--- src/design/loopback_pkg.sv ---
// shared widths and state encodings; channel count and FIFO depth are module parameters
package loopback_pkg;

    // ========================================================================
    // stream widths
    // ========================================================================
    localparam int DATA_W = 64;  // payload bits per beat
    localparam int KEEP_W = 8;   // one enable per byte
    localparam int ID_W   = 8;   // frame tag, selects channel on ingress

    localparam int CNT_W  = 16;  // statistics counters wrap at this width

    // ========================================================================
    // state encodings
    // ========================================================================
    typedef enum logic [1:0] {
        idle,   // between frames
        store,  // writing a frame
        drop    // discarding rest of frame
    } fifo_state_t;

    typedef enum logic {
        arb_idle,  // choosing next channel
        arb_busy   // forwarding one frame
    } arb_state_t;

endpackage

--- src/design/frame_stats.sv ---
// counters wrap silently at CNT_W bits and are cleared only by reset
`timescale 1ns/1ps

module frame_stats #(
    parameter int CH_CNT = 2
) (
    input  logic                            clk_125mhz,
    input  logic                            reset,
    input  logic [CH_CNT-1:0]               good_frame,
    input  logic [CH_CNT-1:0]               drop_frame,
    output logic [loopback_pkg::CNT_W-1:0]  good_count [CH_CNT],
    output logic [loopback_pkg::CNT_W-1:0]  drop_count [CH_CNT]
);

    // one good and one drop counter per channel
    always_ff @(posedge clk_125mhz) begin
        if (reset) begin
            for (int i = 0; i < CH_CNT; i++) begin
                good_count[i] <= '0;
                drop_count[i] <= '0;
            end
        end else begin
            for (int i = 0; i < CH_CNT; i++) begin
                if (good_frame[i]) begin
                    good_count[i] <= good_count[i] + 1'b1;  // wraps
                end
                if (drop_frame[i]) begin
                    drop_count[i] <= drop_count[i] + 1'b1;
                end
            end
        end
    end

endmodule

--- config.mk ---
export PLATFORM = sky130hd
export DESIGN_NAME = frame_stats
export DESIGN_NICKNAME = d
export VERILOG_FILES = /design/src/design/loopback_pkg.sv /design/src/design/frame_stats.sv
export SDC_FILE = /design/constraint.sdc
export NUM_CORES = 1
export LEC_CHECK = 0
export BUFFER_PORTS_ARGS = -buffer_cell sky130_fd_sc_hd__clkbuf_2
export CORE_MARGIN = 2
export CORE_UTILIZATION = 50
export DETAILED_ROUTE_END_ITERATION = 8
export PLACE_DENSITY = 0.73
export SETUP_SLACK_MARGIN = 0.4
export SYNTH_ARGS = -nofsm -noshare
export SYNTH_HDL_FRONTEND = slang
export SYNTH_SLANG_ARGS = --single-unit
--- constraint.sdc ---
create_clock -name clk_125mhz -period 4.5 [get_ports clk_125mhz]
set_clock_uncertainty 0.1 [all_clocks]
set_input_delay 0.45 -clock clk_125mhz [delete_from_list [all_inputs] [get_ports clk_125mhz]]
set_output_delay 0.45 -clock clk_125mhz [all_outputs]
set_load 0.005 [all_outputs]
Yosys cells after proc, flatten, opt, wreduce, memory -nomap -nowiden

Cells that the tools add are included.

Input bits: 6
Flip-flop bits (word level): 64
Logic and storage cells: 8
Output and inout port bits: 64

Add/sub/neg operators: 4

Operators with widths:

| operator                                      | number |
|---|---|
| adder 16 x 1 -> 16 bit, second input constant | 4 |

Longest topological paths before layout

Gate-level depths: netlist of run 1.

Depth in word-level cells: 1
Gate-level depth with buffers: 5

Worst setup path before layout of run 1

OpenSTA, ideal clock, no wires.

Path kind: input-to-reg
Start: in good_frame[0]
End: reg good_count[31] (netlist bit)
Setup time: 0.121 ns
Cell stages on the path: 5
Arrival: 1.477 ns
Data required time: 4.279 ns
Path slack: 2.803 ns
Buffers on the path: 1
Path through: buf_2 nand4_1 nor3_2 nand4_1 mux2_2

RTL lines:

| what                          | line              | source |
|---|---|---|
| start, declared               | frame_stats.sv:9  | `input logic [CH_CNT-1:0] good_frame,` |
| end signal, assigned by index | frame_stats.sv:25 | `good_count[i] <= good_count[i] + 1'b1;` |
| end, declared                 | frame_stats.sv:11 | `output logic [loopback_pkg::CNT_W-1:0] good_count [CH_CNT],` |

Worst setup path after layout of run 1

Start: reg good_count[20] (netlist bit)
End: reg good_count[31] (netlist bit)

Cells in the longest elaborated chain, start to end: 1

Ends and longest elaborated chain:

| what                   | line |
|---|---|
| adder 16 x 1 -> 16 bit | frame_stats.sv:25 |

No other way between the ends.
A chain may end at the register's enable or synchronous reset.

==> impl_metrics.yaml, run 1 <==
synth:
  synth_most_common_cell: "dfxtp_1"
  yosysSeqAreaShare_pct: 45.31
  avgSynthCellArea_um2: 8.728
  yosys_most_used_dff: "dfxtp_1"
  synth-async-reset-ratio_pct: 0
  synth.ff_latch_count: 64
  synth_fp_nets: 334
  synth_top_cell_by_area: "dfxtp_1"
  yosysWarnings: 0
  synth_common_cells: "64 x dfxtp_1, 52 x nor2_1, 23 x xnor2_1"
  synth_edf_count: 0
  synth.area.top_cells: "dfxtp_1 45%, xnor2_1 7.1%, nor2_1 6.9%"
  netlist_instances: 324
  synth_top_area_share_pct: 45.31
  syn_area_um2: 2828
  ys_types: 34
power_and_ir_drop:
  ir_drop_uv: 196.9
  powerDensity_nw_per_um2: 321.3
  power_leakage_nw: 1.309
global_routing:
  grt_first_pass_wirelength_um: 9825
  track_usage_pct: 19.58
  grt_start_max_net_pins: 40
  grt_pass1_vias: 2262
  overflow: 0
  antenna_found_initial: 0
critical_path:
  path_class: "reg -> reg"
  crit_arrival_ns: 1.93
  end_kind: "flip-flop"
  required_ns: 4.62
  worst_setup_path_start_kind: "flip-flop"
  cp_max_fo: 8
  crit_path_cell_trace: "nand4_1 -> nor3_2 -> nand4_1 -> mux2_2"
  slowest_delay_ns: 0.43
  crit_slowest_cell: "nor3_2"
  crit_top_cell: "nand4_1"
timing:
  period_share_pct: 40.17
  period_minus_slack_ns: 1.808
  rsz0062_at_grt: "false"
  slew_headroom_pct: 49.76
  setup_viol: 0
  finalHoldViolCount: 0
  tns_ns: 0
  slew_viol_final: 0
  worst_pin_slew_ns: 0.7536
  fmax_ghz: 0.5532
outcome:
  status: "finished, final reports clean"
clock_tree:
  numCtsBuffers: 9
  htreeDepth: 3
  clock_latency_ns: 0.33
  post_cts_resize_count: 0
  cts-root-buf: "clkbuf_8"
  clock_sinks: 64
  clk_pin_slew_ns: 0.07
  post_cts_buffers: 0
  clockBufferDepth: 2
  cts_hold_buf: 0
  cts_tree: "done"
drt:
  drt_iter0_drc: 105
  routed_wl_um: 5939
  drcViolationCount: 0
  avgRoutedWirePerCell_um: 12.72
  ant_nets: 0
  viasPerCell: 5.338
  num_vias: 2493
  drt_pass1_iterations: 4
floorplan:
  die_area_um2: 6273
  start_util_pct: 51.67
  die_w_um: 79.20
  die_h_um: 79.20
  pin_count: 70
  fp-row-count: 27
  core_um2: 5473
cells_and_area:
  antennaDiodeCount: 0
  areaGrowthSynthToFinish_pct: 20.13
  drive_gt1_share_pct: 23.29
  finalNetCount: 401
  fin_area_um2: 3397
place:
  gp_congestion: 0.8134
  portBuffers: 69
  dpl.hpwl_um: 4207
  place_area_um2: 3206
min_path:
  hp-class: "in -> reg"
run:
  drv_cap: 0
==> per-stage QoR <==
stage,instances,power (mW),hold slack (ns),setup WS [ns],utilization [%]
2_1_floorplan,324,0.6261,0.3682,2.803,-
3_3_place_gp,452,0.6420,0.3712,2.632,58.57
3_5_place_dp,452,0.6440,0.3914,2.581,58.57
4_1_cts,467,1.107,0.3496,2.718,62.07
5_1_grt,467,1.138,0.3979,2.591,62.07
6_report,467,1.092,0.3627,2.692,62.07
==> power breakdown <==
group | switching [mW] | leakage [nW] | internal [mW]
Sequential | 0.0117 | 0.517 | 0.574
Combinational | 0.0264 | 0.694 | 0.0185
Clock | 0.205 | 0.0975 | 0.256
==> final timing paths <==
path	start	to	slack, ns	cells after the start
max	good_count[20]$_SDFFE_PP0P_	good_count[31]$_SDFFE_PP0P_	2.69	4
min	good_frame[1]	good_count[0]$_SDFFE_PP0P_	0.36	3
max reg2reg	good_count[20]$_SDFFE_PP0P_	good_count[31]$_SDFFE_PP0P_	2.69	4
min reg2reg	good_count[15]$_SDFFE_PP0P_	good_count[15]$_SDFFE_PP0P_	0.40	2
==> registers in the layout, indices dropped and copies added, names as in the netlist <==
register	flops
drop_count	32
good_count	32
==> per-layer routing <==
layer,global-route usage (%),up-vias,share of wire (%)
met5,0,-,0
met4,9.483,0,1.8
met3,4.659,10,4.9
met2,31.86,58,47
met1,24.34,1161,46
li1,-,1264,-
==> layout by cell type, fill, tap and decap left out, drive strengths merged, types with 4 or more instances in the layout <==
| cell | netlist | layout |
|---|---|---|
| a21oi | 14 | 14 |
| and4 | 5 | 5 |
| clkbuf | 7 | 82 |
| dfxtp | 64 | 64 |
| ha | 4 | 4 |
| inv | 8 | 8 |
| mux2i | 4 | 4 |
| nand2 | 22 | 22 |
| nand3 | 14 | 14 |
| nand4 | 23 | 23 |
| nor2 | 52 | 52 |
| nor3 | 10 | 10 |
| nor4 | 11 | 11 |
| o21ai | 10 | 10 |
| or3 | 11 | 11 |
| xnor2 | 23 | 23 |
| xor2 | 21 | 21 |
==> worst max-delay path, delay by kind of cell, from the launching register on <==
kind,cells,cell delay [ns]
multiplexers,1,0.28
flip-flops,1,0.41
AND/OR/NAND/NOR,3,0.91
==> area by class of cell <==
class	instances	area, um2
fillers	536	2076
multi-input cells	238	1451
flip-flops and latches	64	1281
repair buffers	70	352.8
clock buffers	13	178.9
well taps	72	90.09
inverters	8	30.03
clock inverters	2	12.51
==> cell families after synthesis <==
kind of cell | share of synthesized area [%]
mux | 2.212
simple gates | 28.36
flops | 45.31
compound gates | 5.354
buf+inv | 3.363
fa+ha+maj | 1.770
xor+xnor | 13.63
Note: power is estimated with default switching activity, not from simulation.
==> run 2: changes to the inputs <==
--- a/config.mk
+++ b/config.mk
@@ -5,11 +5,12 @@
 export SDC_FILE = /design/constraint.sdc
 export NUM_CORES = 1
 export LEC_CHECK = 0
+export ABC_AREA = 1
 export BUFFER_PORTS_ARGS = -buffer_cell sky130_fd_sc_hd__clkbuf_2
 export CORE_MARGIN = 2
 export CORE_UTILIZATION = 50
 export DETAILED_ROUTE_END_ITERATION = 8
-export PLACE_DENSITY = 0.73
+export PLACE_DENSITY = 0.72
 export SETUP_SLACK_MARGIN = 0.4
 export SYNTH_ARGS = -nofsm -noshare
 export SYNTH_HDL_FRONTEND = slang
==> constraint.sdc (replaced) <==
create_clock -name clk_125mhz -period 1.85 [get_ports clk_125mhz]
set_clock_uncertainty 0.1 [all_clocks]
set_input_delay 0.185 -clock clk_125mhz [delete_from_list [all_inputs] [get_ports clk_125mhz]]
set_output_delay 0.185 -clock clk_125mhz [all_outputs]
set_load 0.005 [all_outputs]
==> run 2 against run 1 <==
Against the previous run: clock power grew to 2.6 times the previous value; flip-flop and latch count stayed put; fmax is 27% higher; first-iteration DRC count is 0.95% higher; setup slack worse by 2.3 ns; combinational power grew to 3.0 times the previous value; sequential share of layout area is 4.1 points lower; cell area is 15% higher; largest power group unchanged.
==> impl_metrics.yaml, run 2 <==
cells_and_area:
  final_common_cell: "nand2_1"
  finalNetCount: 556
  antennaDiodeCount: 0
  multi_input_area_um2: 1635
  mostFrequentLayoutCells: "110 x nand2_1, 89 x nor2_1, 69 x clkbuf_2, 52 x inv_1, 43 x dfxtp_1"
  fill_cells: 543
  fin_area_um2: 3908
  drive_gt1_share_pct: 25.59
  final_cells: 626
  regArea_um2: 1315
  reg_top3: "drop_count: 32 flops, good_count: 32 flops"
  areaGrowthSynthToFinish_pct: 25.72
synth:
  avgSynthCellArea_um2: 6.684
  synth_most_common_cell: "nand2_1"
  syn_area_um2: 3108
  yosysSeqAreaShare_pct: 41.22
  yosys_most_used_dff: "dfxtp_1"
  yosysWarnings: 0
  synth_common_cells: "111 x nand2_1, 94 x nor2_1, 64 x dfxtp_1"
  synth.area.top_cells: "dfxtp_1 41%, nand2_1 13%, nor2_1 11%"
  synth_fp_nets: 475
  ys_types: 24
  netlist_instances: 465
  synth_edf_count: 0
  synth-async-reset-ratio_pct: 0
  synth_top_area_share_pct: 41.22
  synth.ff_latch_count: 64
  synth_top_cell_by_area: "dfxtp_1"
run:
  drv_cap: 0
clock_tree:
  cts_tree: "done"
  htreeDepth: 3
  cts-root-buf: "clkbuf_8"
  clock_latency_ns: 0.34
  numCtsBuffers: 9
  clock_sinks: 64
  clockBufferDepth: 2
  clk_pin_slew_ns: 0.07
place:
  placedCellCount: 602
  portBuffers: 69
  dpl.hpwl_um: 4803
  place_area_um2: 3516
  gp_congestion: 0.7956
timing:
  setup_viol: 0
  period_minus_slack_ns: 1.423
  finalHoldViolCount: 0
  worst_pin_slew_ns: 0.3527
  hold_slack_ns: 0.04345
  period_share_pct: 76.90
  rsz0062_at_grt: "true"
  slew_headroom_pct: 76.40
  tns_ns: 0
  fmax_ghz: 0.7029
  slew_viol_final: 0
critical_path:
  required_ns: 1.98
  r2r_end: "drop_count[22]$_SDFFE_PP0P_"
  r2r-start: "drop_count[17]$_SDFFE_PP0P_"
  path_class: "reg -> reg"
  end_kind: "flip-flop"
  reg2reg_setup_slack_ns: 0.43
  worst_setup_path_start_kind: "flip-flop"
  reg2regPathDepth: 7
  crit_arrival_ns: 1.55
  cp_max_fo: 5
floorplan:
  core_um2: 5956
  die_area_um2: 6862
  fp-row-count: 28
  start_util_pct: 52.18
  die_w_um: 82.84
  pin_count: 70
  die_h_um: 82.84
drt:
  drt_pass1_iterations: 5
  num_vias: 3147
  viasPerCell: 5.027
  avgRoutedWirePerCell_um: 11.40
  routed_wl_um: 7135
  drt_iter0_drc: 106
  drcViolationCount: 0
  ant_nets: 0
global_routing:
  grt_start_max_net_pins: 26
  track_usage_pct: 20.53
  overflow: 0
  antenna_found_initial: 0
  grt_pass1_vias: 2788
  grt_first_pass_wirelength_um: 11920
min_path:
  whs_path_depth: 2
  hp-start: "good_frame[0]"
  hold_path_end: "good_count[16]$_SDFFE_PP0P_"
  hp-class: "in -> reg"
power_and_ir_drop:
  power_leakage_nw: 1.742
  powerDensity_nw_per_um2: 709.3
  ir_drop_uv: 435.4
outcome:
  status: "finished, final reports clean"
==> run 2: cell count changes after synthesis, moves of 11 or more <==
cell,delta
a21oi_1,+22
inv_1,+45
nand2_1,+89
nand3_1,+24
nand4_1,-14
nor2_1,+42
nor4_1,-11
or3_1,-11
xnor2_1,-20
xor2_1,-18
==> run 2: logic make-up after synthesis <==
group / count (synthesis) / synth area share, %
xor gates and xnor gates: 6 / 1.691
adders and majority gates: 4 / 1.610
and+or+nand+nor: 270 / 37.52
DFF: 64 / 41.22
buffers and inverters: 63 / 8.132
AOI/OAI and AO/OA: 58 / 9.823
==> run 2: per-layer routing <==
layer | up-vias | part of all wire [%] | global-route usage (%)
met3 | 11 | 5.0 | 5.964
met1 | 1408 | 47 | 25.85
met4 | 0 | 1.4 | 6.855
met5 | - | 0 | 0
met2 | 89 | 46 | 33.80
li1 | 1639 | - | -
==> run 2: power breakdown <==
part           internal (mW)  switching [mW]
Clock                  0.693           0.523
Sequential              1.40          0.0242
Combinational         0.0563          0.0789
Total                   2.15           0.626
==> run 2: worst max-delay path by stage <==
stage                     cells past startpoint                     endpoint                   startpoint  slack [ns]
after floorplan                               7  drop_count[28]$_SDFFE_PP0P_  drop_count[16]$_SDFFE_PP0P_        0.45
after detailed placement                      7  drop_count[28]$_SDFFE_PP0P_  drop_count[16]$_SDFFE_PP0P_        0.27
after CTS                                     8  drop_count[28]$_SDFFE_PP0P_  drop_count[16]$_SDFFE_PP0P_        0.39
after global placement                        7  drop_count[28]$_SDFFE_PP0P_  drop_count[16]$_SDFFE_PP0P_        0.38
after global routing                          6  drop_count[21]$_SDFFE_PP0P_  drop_count[17]$_SDFFE_PP0P_        0.34
final                                         7  drop_count[22]$_SDFFE_PP0P_  drop_count[17]$_SDFFE_PP0P_        0.43
==> run 2: through the flow <==
stage | utilization [%] | power (mW) | worst slack, ns
2_1_floorplan | - | 1.526 | 0.4482
3_3_place_gp | 59.03 | 1.563 | 0.3763
3_5_place_dp | 59.03 | 1.566 | 0.2671
4_1_cts | 63.21 | 2.782 | 0.3940
5_1_grt | 65.61 | 2.884 | 0.3443
6_report | 65.61 | 2.772 | 0.4274
==> run 2: area by class of cell <==
class	count	share of cell area, %
timing repair buffer	79	11.91
multi-input combinational	339	41.85
tap	75	2.402
clock inverter	3	1.025
sequential	64	33.65
inverter	53	5.091
clock buffer	13	4.067
==> run 2: timing repair <==
| action | CTS | global route |
|---|---|---|
| pin swaps | 2 | 9 |
| resized for setup | 0 | 39 |
| setup endpoints to repair | 10 | 33 |
| endpoints found under the hold margin | 1 | 0 |
| setup buffers | 2 | 3 |
| gates cloned | 0 | 2 |
| hold buffers | 1 | 0 |
==> run 2: critical path, stage by stage (launching register included) <==
cell and delay [ns]:
dfxtp_4 0.38, ha_4 0.17, nand2_4 0.06, nor3_4 0.26, clkbuf_16 0.19, nand3_1 0.06
nand2_1 0.06, nor2_1 0.04
